<file path="src/hdl/wb_config_pkg.sv">
`default_nettype none

package wb_config_pkg;

    ////////////////////////////////////////////////////////////
    // Datapath

    // Result and register width
    localparam int XLEN = 32;

    ////////////////////////////////////////////////////////////
    // Execution units and in-flight window

    // Units reporting results to write-back
    localparam int NUM_WB_UNITS = 2;
    localparam int UNIT_IDX_W = (NUM_WB_UNITS > 1) ? $clog2(NUM_WB_UNITS) : 1;

    // One ID per in-flight instruction, power of two
    localparam int MAX_INFLIGHT_COUNT = 4;
    localparam int ID_W = $clog2(MAX_INFLIGHT_COUNT);
    // Occupancy has to reach the full count
    localparam int COUNT_W = $clog2(MAX_INFLIGHT_COUNT + 1);

    // Architectural register file
    localparam int NUM_REGS = 32;
    localparam int REG_ADDR_W = $clog2(NUM_REGS);

endpackage

`default_nettype wire

</file>
<file path="src/hdl/wb_types_pkg.sv">
`default_nettype none

package wb_types_pkg;

    ////////////////////////////////////////////////////////////
    // Identifiers

    // Tag carried from issue to completion
    typedef logic [wb_config_pkg::ID_W-1:0] instruction_id_t;

    // Architectural register index
    typedef logic [wb_config_pkg::REG_ADDR_W-1:0] reg_addr_t;

    ////////////////////////////////////////////////////////////
    // Issue-time record, kept per ID until retirement

    typedef struct packed {
        reg_addr_t rd_addr;
        // Destination is not x0
        logic      rd_nzero;
        // Stores never reach the register file
        logic      is_store;
    } inflight_packet_t;

endpackage

`default_nettype wire

</file>
<file path="src/hdl/wb_interfaces.sv">
`timescale 1ns/10ps
`default_nettype none

////////////////////////////////////////////////////////////
// Execution unit result report, one instance per unit

interface unit_wb_if;
    // Result valid this cycle
    logic done;
    wb_types_pkg::instruction_id_t id;
    logic [wb_config_pkg::XLEN-1:0] rd;

    modport unit (output done, id, rd);
    modport wb (input done, id, rd);
endinterface

////////////////////////////////////////////////////////////
// Issue side, ID allocation handshake-free

interface tracking_if;
    // Issue strobe, only while an ID is free
    logic issued;
    wb_types_pkg::inflight_packet_t inflight_packet;
    // ID taken by the next issue
    wb_types_pkg::instruction_id_t issue_id;
    logic id_available;

    modport issue (output issued, inflight_packet, input issue_id, id_available);
    modport wb (input issued, inflight_packet, output issue_id, id_available);
endinterface

////////////////////////////////////////////////////////////
// Commit to register file plus one bypass lookup

interface rf_wb_if;
    // Commit group
    logic commit;
    wb_types_pkg::reg_addr_t rd_addr;
    logic rd_nzero;
    wb_types_pkg::instruction_id_t id;
    logic [wb_config_pkg::XLEN-1:0] rd_data;

    // Bypass lookup by ID
    wb_types_pkg::instruction_id_t rs_id;
    logic rs_valid;
    logic [wb_config_pkg::XLEN-1:0] rs_data;

    modport wb (
        output commit, rd_addr, rd_nzero, id, rd_data,
        input  rs_id,
        output rs_valid, rs_data
    );
    modport rf (input commit, rd_addr, rd_nzero, rd_data);
endinterface

`default_nettype wire

</file>
<file path="src/hdl/arch_regfile.sv">
`timescale 1ns/10ps
`default_nettype none

module arch_regfile (
    input  logic                           clk,
    input  logic                           rst,
    rf_wb_if.rf                            rf_wb,
    input  wb_types_pkg::reg_addr_t        rs_addr,
    output logic [wb_config_pkg::XLEN-1:0] rs_data
);

    // Architectural state
    logic [wb_config_pkg::XLEN-1:0] regs [wb_config_pkg::NUM_REGS-1:0];

    ////////////////////////////////////////////////////////////
    // Write port

    // Commits to x0 carry rd_nzero low and are dropped here
    always_ff @(posedge clk) begin
        if (rst) begin
            for (int r = 0; r < wb_config_pkg::NUM_REGS; r++)
                regs[r] <= '0;
        end else if (rf_wb.commit && rf_wb.rd_nzero) begin
            regs[rf_wb.rd_addr] <= rf_wb.rd_data;
        end
    end

    ////////////////////////////////////////////////////////////
    // Read port

    // x0 hardwired to zero
    assign rs_data = (rs_addr == '0) ? '0 : regs[rs_addr];

    // rd_nzero is formed at issue and must agree with the address at commit
    a_nzero_matches_addr: assert property (
        @(posedge clk) disable iff (rst)
        rf_wb.commit |-> !(rf_wb.rd_nzero && (rf_wb.rd_addr == '0))
    ) else $error("arch_regfile: commit flags x0 as a nonzero destination");

endmodule

`default_nettype wire

</file>
<file path="src/hdl/id_tracking.sv">
`timescale 1ns/10ps
`default_nettype none

module id_tracking (
    input  logic                          clk,
    input  logic                          rst,
    input  logic                          issued,
    input  logic                          retired,
    output logic                          id_available,
    output wb_types_pkg::instruction_id_t next_id,
    output wb_types_pkg::instruction_id_t oldest_id,
    output logic                          empty
);

    // Allocation and retirement pointers
    wb_types_pkg::instruction_id_t issue_ptr;
    wb_types_pkg::instruction_id_t retire_ptr;
    // Number of IDs in flight
    logic [wb_config_pkg::COUNT_W-1:0] inflight_count;

    ////////////////////////////////////////////////////////////
    // Circular pointers

    // Wrap on their own, ID space is a power of two
    always_ff @(posedge clk) begin
        if (rst) begin
            issue_ptr <= '0;
            retire_ptr <= '0;
        end else begin
            if (issued)
                issue_ptr <= issue_ptr + wb_types_pkg::instruction_id_t'(1);
            if (retired)
                retire_ptr <= retire_ptr + wb_types_pkg::instruction_id_t'(1);
        end
    end

    // Occupancy, unchanged when both strobes coincide
    always_ff @(posedge clk) begin
        if (rst) begin
            inflight_count <= '0;
        end else begin
            case ({issued, retired})
                2'b10:   inflight_count <= inflight_count + 1'b1;
                2'b01:   inflight_count <= inflight_count - 1'b1;
                default: inflight_count <= inflight_count;
            endcase
        end
    end

    // Free ID and oldest ID straight from the pointers
    assign next_id = issue_ptr;
    assign oldest_id = retire_ptr;
    assign empty = (inflight_count == '0);
    assign id_available = (inflight_count !=
        wb_config_pkg::COUNT_W'(wb_config_pkg::MAX_INFLIGHT_COUNT));

    // Write-back only retires something that was issued
    a_no_retire_when_empty: assert property (
        @(posedge clk) disable iff (rst) retired |-> !empty
    ) else $error("id_tracking: retirement with no instruction in flight");

endmodule

`default_nettype wire

</file>
<file path="src/hdl/wb_subsystem_top.sv">
`timescale 1ns/10ps
`default_nettype none

module wb_subsystem_top (
    input  logic                                clk,
    input  logic                                rst,
    // Issue
    input  logic                                issue,
    input  wb_types_pkg::reg_addr_t             issue_rd_addr,
    input  logic                                issue_is_store,
    output logic                                id_available,
    output wb_types_pkg::instruction_id_t       issue_id,
    // Execution units, one lane per unit
    input  logic [wb_config_pkg::NUM_WB_UNITS-1:0]  unit_done,
    input  wb_types_pkg::instruction_id_t [wb_config_pkg::NUM_WB_UNITS-1:0] unit_id,
    input  logic [wb_config_pkg::NUM_WB_UNITS-1:0][wb_config_pkg::XLEN-1:0] unit_rd,
    // Commit
    output logic                                commit,
    output wb_types_pkg::reg_addr_t             commit_rd_addr,
    output logic [wb_config_pkg::XLEN-1:0]      commit_data,
    output logic                                instruction_complete,
    // Bypass
    input  wb_types_pkg::instruction_id_t       bypass_id,
    output logic                                bypass_valid,
    output logic [wb_config_pkg::XLEN-1:0]      bypass_data,
    // Register read
    input  wb_types_pkg::reg_addr_t             reg_addr,
    output logic [wb_config_pkg::XLEN-1:0]      reg_data,
    output logic                                queue_empty
);

    unit_wb_if  unit_wb [wb_config_pkg::NUM_WB_UNITS-1:0] ();
    tracking_if ti ();
    rf_wb_if    rf_wb ();

    // x0 destination flagged once, at issue
    logic issue_rd_nzero;

    ////////////////////////////////////////////////////////////
    // Port to interface wiring

    for (genvar u = 0; u < wb_config_pkg::NUM_WB_UNITS; u++) begin : g_unit_port
        assign unit_wb[u].done = unit_done[u];
        assign unit_wb[u].id = unit_id[u];
        assign unit_wb[u].rd = unit_rd[u];
    end

    assign issue_rd_nzero = |issue_rd_addr;
    assign ti.issued = issue;
    assign ti.inflight_packet = '{
        rd_addr:  issue_rd_addr,
        rd_nzero: issue_rd_nzero,
        is_store: issue_is_store
    };
    assign id_available = ti.id_available;
    assign issue_id = ti.issue_id;

    // Commit and bypass taken off the register file link
    assign commit = rf_wb.commit;
    assign commit_rd_addr = rf_wb.rd_addr;
    assign commit_data = rf_wb.rd_data;
    assign rf_wb.rs_id = bypass_id;
    assign bypass_valid = rf_wb.rs_valid;
    assign bypass_data = rf_wb.rs_data;

    ////////////////////////////////////////////////////////////
    // Blocks

    write_back u_write_back (
        .clk                  (clk),
        .rst                  (rst),
        .unit_wb              (unit_wb),
        .ti                   (ti),
        .rf_wb                (rf_wb),
        .instruction_complete (instruction_complete),
        .queue_empty          (queue_empty),
        .oldest_id            ()
    );

    arch_regfile u_arch_regfile (
        .clk     (clk),
        .rst     (rst),
        .rf_wb   (rf_wb),
        .rs_addr (reg_addr),
        .rs_data (reg_data)
    );

endmodule

`default_nettype wire

</file>
<file path="src/hdl/write_back.sv">
`timescale 1ns/10ps
`default_nettype none

module write_back (
    input  logic                          clk,
    input  logic                          rst,
    unit_wb_if.wb                         unit_wb [wb_config_pkg::NUM_WB_UNITS-1:0],
    tracking_if.wb                        ti,
    rf_wb_if.wb                           rf_wb,
    output logic                          instruction_complete,
    output logic                          queue_empty,
    output wb_types_pkg::instruction_id_t oldest_id
);

    // Unit reports as arrays, indexable in loops
    wb_types_pkg::instruction_id_t unit_id [wb_config_pkg::NUM_WB_UNITS-1:0];
    logic [wb_config_pkg::NUM_WB_UNITS-1:0] unit_done;
    logic [wb_config_pkg::XLEN-1:0] unit_rd [wb_config_pkg::NUM_WB_UNITS-1:0];

    // Result table and the unit feeding each entry
    logic [wb_config_pkg::XLEN-1:0] rds_by_id [wb_config_pkg::MAX_INFLIGHT_COUNT-1:0];
    logic [wb_config_pkg::UNIT_IDX_W-1:0] unit_sel [wb_config_pkg::MAX_INFLIGHT_COUNT-1:0];

    // Done tracking per ID
    logic [wb_config_pkg::MAX_INFLIGHT_COUNT-1:0] id_done_new;
    logic [wb_config_pkg::MAX_INFLIGHT_COUNT-1:0] id_done;
    logic [wb_config_pkg::MAX_INFLIGHT_COUNT-1:0] id_done_r;
    logic [wb_config_pkg::MAX_INFLIGHT_COUNT-1:0] retired_onehot;
    logic [wb_config_pkg::MAX_INFLIGHT_COUNT-1:0] retired_onehot_r;

    // Issue-time packets and the retiring one
    wb_types_pkg::inflight_packet_t packet_table [wb_config_pkg::MAX_INFLIGHT_COUNT-1:0];
    wb_types_pkg::inflight_packet_t retired_packet;
    wb_types_pkg::instruction_id_t retired_id_r;
    logic retired;
    logic retired_r;

    ////////////////////////////////////////////////////////////
    // Result capture

    for (genvar u = 0; u < wb_config_pkg::NUM_WB_UNITS; u++) begin : g_unit_alias
        assign unit_id[u] = unit_wb[u].id;
        assign unit_done[u] = unit_wb[u].done;
        assign unit_rd[u] = unit_wb[u].rd;
    end

    // Match reports against every ID
    always_comb begin
        for (int i = 0; i < wb_config_pkg::MAX_INFLIGHT_COUNT; i++) begin
            id_done_new[i] = 1'b0;
            unit_sel[i] = '0;
            for (int u = 0; u < wb_config_pkg::NUM_WB_UNITS; u++) begin
                if (unit_done[u] && (unit_id[u] == wb_types_pkg::instruction_id_t'(i))) begin
                    id_done_new[i] = 1'b1;
                    unit_sel[i] = wb_config_pkg::UNIT_IDX_W'(u);
                end
            end
        end
    end

    // Payload only, validity lives in the done vector
    always_ff @(posedge clk) begin
        for (int i = 0; i < wb_config_pkg::MAX_INFLIGHT_COUNT; i++) begin
            if (id_done_new[i])
                rds_by_id[i] <= unit_rd[unit_sel[i]];
        end
    end

    ////////////////////////////////////////////////////////////
    // Issue and ordering

    id_tracking u_id_tracking (
        .clk          (clk),
        .rst          (rst),
        .issued       (ti.issued),
        .retired      (retired),
        .id_available (ti.id_available),
        .next_id      (ti.issue_id),
        .oldest_id    (oldest_id),
        .empty        (queue_empty)
    );

    // Destination and store flag kept until retirement
    always_ff @(posedge clk) begin
        if (ti.issued)
            packet_table[ti.issue_id] <= ti.inflight_packet;
    end

    ////////////////////////////////////////////////////////////
    // Retirement

    // Retire the oldest as soon as it is done, same cycle as its report
    assign retired = id_done[oldest_id];

    always_comb begin
        retired_onehot = '0;
        retired_onehot[oldest_id] = retired;
    end

    // Retired bit dropped one cycle after retirement
    assign id_done = (id_done_r & ~retired_onehot_r) | id_done_new;

    always_ff @(posedge clk) begin
        if (rst) begin
            id_done_r <= '0;
            retired_onehot_r <= '0;
            retired_r <= 1'b0;
        end else begin
            id_done_r <= id_done;
            retired_onehot_r <= retired_onehot;
            retired_r <= retired;
        end
    end

    always_ff @(posedge clk) begin
        retired_id_r <= oldest_id;
        retired_packet <= packet_table[oldest_id];
    end

    // Every retirement, stores included
    assign instruction_complete = retired_r;

    // Commit group, one cycle after the retiring edge
    assign rf_wb.commit = retired_r & ~retired_packet.is_store;
    assign rf_wb.rd_addr = retired_packet.rd_addr;
    assign rf_wb.rd_nzero = retired_packet.rd_nzero;
    assign rf_wb.id = retired_id_r;
    assign rf_wb.rd_data = rds_by_id[rf_wb.id];

    // Bypass sees completions up to the last edge
    assign rf_wb.rs_valid = id_done_r[rf_wb.rs_id];
    assign rf_wb.rs_data = rds_by_id[rf_wb.rs_id];

    ////////////////////////////////////////////////////////////
    // Units share the table, so one ID per cycle per unit pair

    for (genvar a = 0; a < wb_config_pkg::NUM_WB_UNITS - 1; a++) begin : g_pair_a
        for (genvar b = a + 1; b < wb_config_pkg::NUM_WB_UNITS; b++) begin : g_pair_b
            a_unique_report_id: assert property (
                @(posedge clk) disable iff (rst)
                !(unit_done[a] && unit_done[b] && (unit_id[a] == unit_id[b]))
            ) else $error("write_back: units %0d and %0d report the same ID", a, b);
        end
    end

endmodule

`default_nettype wire

</file>
<file path="config.mk">
export PLATFORM = sky130hd
export DESIGN_NAME = wb_subsystem_top
export DESIGN_NICKNAME = d
export VERILOG_FILES = /design/src/hdl/wb_config_pkg.sv /design/src/hdl/wb_types_pkg.sv /design/src/hdl/wb_interfaces.sv /design/src/hdl/arch_regfile.sv /design/src/hdl/id_tracking.sv /design/src/hdl/wb_subsystem_top.sv /design/src/hdl/write_back.sv
export SDC_FILE = /design/constraint.sdc
export NUM_CORES = 2
export LEC_CHECK = 0
export BUFFER_PORTS_ARGS = -buffer_cell sky130_fd_sc_hd__buf_2
export CAP_MARGIN = 20
export CORE_MARGIN = 2
export CORE_UTILIZATION = 45
export DETAILED_ROUTE_END_ITERATION = 8
export PLACE_DENSITY = 0.7
export SETUP_SLACK_MARGIN = 0.3
export SYNTH_ARGS = -nofsm -noshare
export SYNTH_HDL_FRONTEND = slang
export SYNTH_HIERARCHICAL = 1
export SYNTH_SLANG_ARGS = --single-unit
</file>
<file path="constraint.sdc">
create_clock -name clk -period 7.5 [get_ports clk]
set_input_delay 0.75 -clock clk [delete_from_list [all_inputs] [get_ports clk]]
set_output_delay 0.75 -clock clk [all_outputs]
set_load 0.02 [all_outputs]
</file>
==> results.md <==
- The worst slew margin relative to its limit is 0.231.
- Entering global routing, the biggest net connects 100 pins.
- The combinational share of power is 0.157.
- The number of nets in the synthesized netlist is 3564.
- The clock-pin slew of the registers on the worst-case setup and hold paths is 0.05 ns.
- The fraction of power consumed by sequential logic is 0.492.
- Setup repair after global routing left no endpoint under its margin.
- The via count of the first global-routing pass is 31307.
- The count of nets left with antenna violations once routing finished came out at 0.
- The detailed-route DRC error count is 0.
- The first global-routing pass estimated 220000 um of wire.
- At the worst endpoint, the required time is 6.75 ns.
- Row generation in the floorplan step produced 129 rows.
- The count of flip-flops with a built-in enable after synthesis is 1180.
- Among all flip-flop cells after synthesis, the most frequent one is sky130_fd_sc_hd__edfxtp_1.
- The part of the power in the clock network is 0.351.
- Ranked by instance count, the synthesized netlist is headed by sky130_fd_sc_hd__edfxtp_1 (1180), sky130_fd_sc_hd__and2_1 (1025), sky130_fd_sc_hd__mux4_2 (254).
- During I/O placement, the number of pins put on the boundary was 194.
- The horizontal die dimension is 356 um.
- The number of synthesized register bits is 1205.
- The sum of negative setup slack is 0 ns.
- In this run the worst hold path is classified as in2reg.
- Data arrives at the worst endpoint at 4.28 ns.
- The layout net count is 3633.
- After legalization and detailed placement, the total HPWL measured 86200 um.
- The run finished with clean final reports.
- The count of instances resized after the clock tree is built is 0.
- The routability-driven placement congestion ratio is 0.842.
- The number of buffers created by CTS is 119.
- The net switching power is 0.00451 W.
- The die covers 0.127 mm^2.
- Subtracting the final worst setup slack from the clock period gives 5.03 ns.
- After detailed routing, the number of vias per cell comes to 5.93.
- The internal portion of the total power is 0.0116 W.
- The H-tree depth reported by CTS is 3.
- After synthesis the cells add up to 0.0558 mm^2.
- The power density over the cells is 261 mW/mm^2.
- Before antenna repair, the detailed router went through 6 iterations.
- The number of antenna violations at the first check in global routing came to 14.
- The number of cells on the worst reg-to-reg path is 6.
- For this run, the register share of the synthesized area comes to 0.645.
- For this run, the total global-route usage over all layers was measured as 0.241.
- The share of synthesized area in the top cell type comes to 0.636.
- The fraction of layout cells with a size suffix above 1 is 0.255.
- The area of the core is 0.123 mm^2.
- The total vias in the final route is 31381.
- TritonCTS built the clock tree.
- For the pin with the worst max-slew slack, the measured transition is 1.15 ns.
- Measured on the finished design, the core utilization comes to 0.500.
- The worst setup path category is in2out.
- Counting every sink on the clock net gives 1205.
- The static leakage is 22.2 nW.
- The clock reaches the later pin of the worst-skew pair after 0.70 ns.
- The total of endpoints with negative setup slack in the final report is 0.
- On the worst path, the slowest cell contributes a delay of 0.96 ns.
- Traced cell by cell, the critical path runs through buf_2 > nand2b_1 > buf_4 > a211oi_1 > a311oi_1 > buf_2.
- For this design, the slowest cell found on the critical path is sky130_fd_sc_hd__nand2b_1.
- The longest clock path from root to sink contains 3 buffers.
- Buffers placed on the I/O ports in this run total 193.
- Clock tree synthesis selected as its root buffer the cell sky130_fd_sc_hd__clkbuf_16.
- The post-CTS setup repair buffer count is 0.
- The count of final hold-check violations is 0.
- The number of distinct library cells after synthesis is 57.
- Of the total power, the share spent switching nets is 0.281.
- The average wire length per cell after detail routing is 29.1 um.
- The yosys synthesis warning count is 6.
- The synthesis-to-finish area growth is 10.6%.
- Yosys attributes the largest share of cell area to sky130_fd_sc_hd__edfxtp_1 (64%), sky130_fd_sc_hd__and2_1 (12%), sky130_fd_sc_hd__mux4_2 (10%).
- The hold path depth is 1.
- The average cell area after synthesis is 16.0 um^2.
- In the finished design, the share of the clock period the worst path needs comes to 0.671.
- IR analysis of the VDD net gives a maximum drop of 0.219 mV.
- The tool flagged a number of max-cap violations equal to 0.
- The worst setup skew after layout is 0.0274 ns.
- The async set or reset register ratio after synthesis is 0.
- Static timing analysis puts the maximum clock frequency at 0.199 GHz.
- The number of fill cells in the layout is 10169.
- Counting every instance in the synthesized netlist gives 3476.
- The total of hold buffers inserted after clock tree synthesis is 0.
- After the first detailed-routing iteration, the DRC count stood at 3583.
- The total grt overflow is 0.
- Of all nets on the critical path, the largest fanout is 35.
- The endpoint kind of the worst setup timing path is an output port.
- For this block, the routed nets add up to 154000 um of wire.
- The vertical die dimension is 356 um.
- The largest area contributor in the synthesized netlist is sky130_fd_sc_hd__edfxtp_1.
- sky130_fd_sc_hd__edfxtp_1 is the most common cell in the netlist.
- The worst setup path is launched from an input pin.
- The initial utilization of the core area, before any placement, comes to 0.452.
- The cell occurring most often along the worst timing path is sky130_fd_sc_hd__buf_2.
- The number of max-slew violations in the final report is 0.
==> routing by layer <==
layer	GRT usage	share of wire	wire length [um]	vias up
li1	-	-	-	13217
met1	0.323	0.39	59900	16174
met2	0.390	0.48	74400	1699
met3	0.0556	0.097	14900	281
met4	0.0738	0.029	4480	10
met5	0	0.00046	71	-
==> sequential cells by signal (all words and copies together), names as in the netlist <==
name / flops
u_arch_regfile/regs: 1024
u_write_back/rds_by_id: 128
u_write_back/packet_table: 28
u_write_back/rf_wb.rd_addr: 5
u_write_back/id_done_r: 4
u_write_back/retired_onehot_r: 4
u_write_back/u_id_tracking/inflight_count: 3
u_write_back/rf_wb.id: 2
u_write_back/u_id_tracking/next_id: 2
u_write_back/u_id_tracking/oldest_id: 2
u_write_back/instruction_complete: 1
u_write_back/retired_packet: 1
u_write_back/rf_wb.rd_nzero: 1
==> cell usage in the layout, fill, tap and decap left out, types with 31 or more instances in the layout <==
cell type                      n
sky130_fd_sc_hd__a311oi_1     31
sky130_fd_sc_hd__buf_2       191
sky130_fd_sc_hd__clkbuf_16   121
sky130_fd_sc_hd__buf_4        84
sky130_fd_sc_hd__mux2i_1      64
sky130_fd_sc_hd__mux2_2      160
sky130_fd_sc_hd__mux4_2      254
sky130_fd_sc_hd__nor2b_1      35
sky130_fd_sc_hd__o21ai_1      54
sky130_fd_sc_hd__and2_1     1024
sky130_fd_sc_hd__edfxtp_1   1180
sky130_fd_sc_hd__or2_2        32
sky130_fd_sc_hd__nor2_2       33
sky130_fd_sc_hd__mux4_1       42
sky130_fd_sc_hd__a22oi_1      32
sky130_fd_sc_hd__clkinv_1     39
sky130_fd_sc_hd__a211oi_1     32
==> worst paths after layout <==
| path | startpoint | endpoint | slack (ns) |
|---|---|---|---|
| setup / recovery | reg_addr[4] | reg_data[20] | 2.47 |
| hold / removal | issue_is_store | u_write_back/packet_table[1][0] | 0.28 |
| setup reg to reg | u_write_back/instruction_complete | u_arch_regfile/regs[24][4] | 3.73 |
| hold reg to reg | u_write_back/u_id_tracking/inflight_count[2] | u_write_back/u_id_tracking/inflight_count[2] | 0.52 |
==> power by group through the flow <==
stage | clock network (W) | logic (W) | registers (W)
3_5_place_dp | 0 | 0.00251 | 0.00805
5_1_grt | 0.00594 | 0.00267 | 0.00793
2_1_floorplan | 0 | 0.00161 | 0.00794
3_3_place_gp | 0 | 0.00249 | 0.00803
4_1_cts | 0.00569 | 0.00252 | 0.00790
6_report | 0.00563 | 0.00252 | 0.00790
==> cells by family after synthesis <==
family                   share of synthesized area
AO/OA/AOI/OAI                               0.0245
XOR/XNOR                                  0.000943
adder cells (fa/ha/maj)                   0.000583
buffers and inverters                       0.0297
flip-flops                                   0.645
multiplexers                                 0.166
AND/OR/NAND/NOR                              0.133
==> worst max-delay path: cells and delay by family <==
kind	cells	cell delay, ns
buf+inv	3	1.56
simple gates	1	0.96
compound gates	2	0.94
==> area by class of cell <==
class | instances | area [um^2] | share of cell area
timing repair buffer | 282 | 1720 | 0.0279
sequential | 1205 | 35900 | 0.583
antenna | 14 | 35.0 | 0.000568
clock inverter | 73 | 477 | 0.00773
inverter | 7 | 26.3 | 0.000426
multi-input combinational | 1930 | 18300 | 0.296
tap | 1637 | 2050 | 0.0332
clock buffer | 146 | 3120 | 0.0507
==> stage by stage <==
stage / setup slack (ns) / cell area (um^2) / instances / power [W] / hold WS (ns)
4_1_cts: 2.58 / 61600 / 5278 / 0.0161 / 0.240
5_1_grt: 2.44 / 61600 / 5281 / 0.0165 / 0.258
3_5_place_dp: 2.59 / 58000 / 5059 / 0.0106 / 0.501
3_3_place_gp: 2.46 / 57900 / 5057 / 0.0105 / 0.494
6_report: 2.47 / 61600 / 5294 / 0.0161 / 0.279
2_1_floorplan: 3.35 / 55800 / 3476 / 0.00956 / 0.372
(Power assumes the default switching activity.)
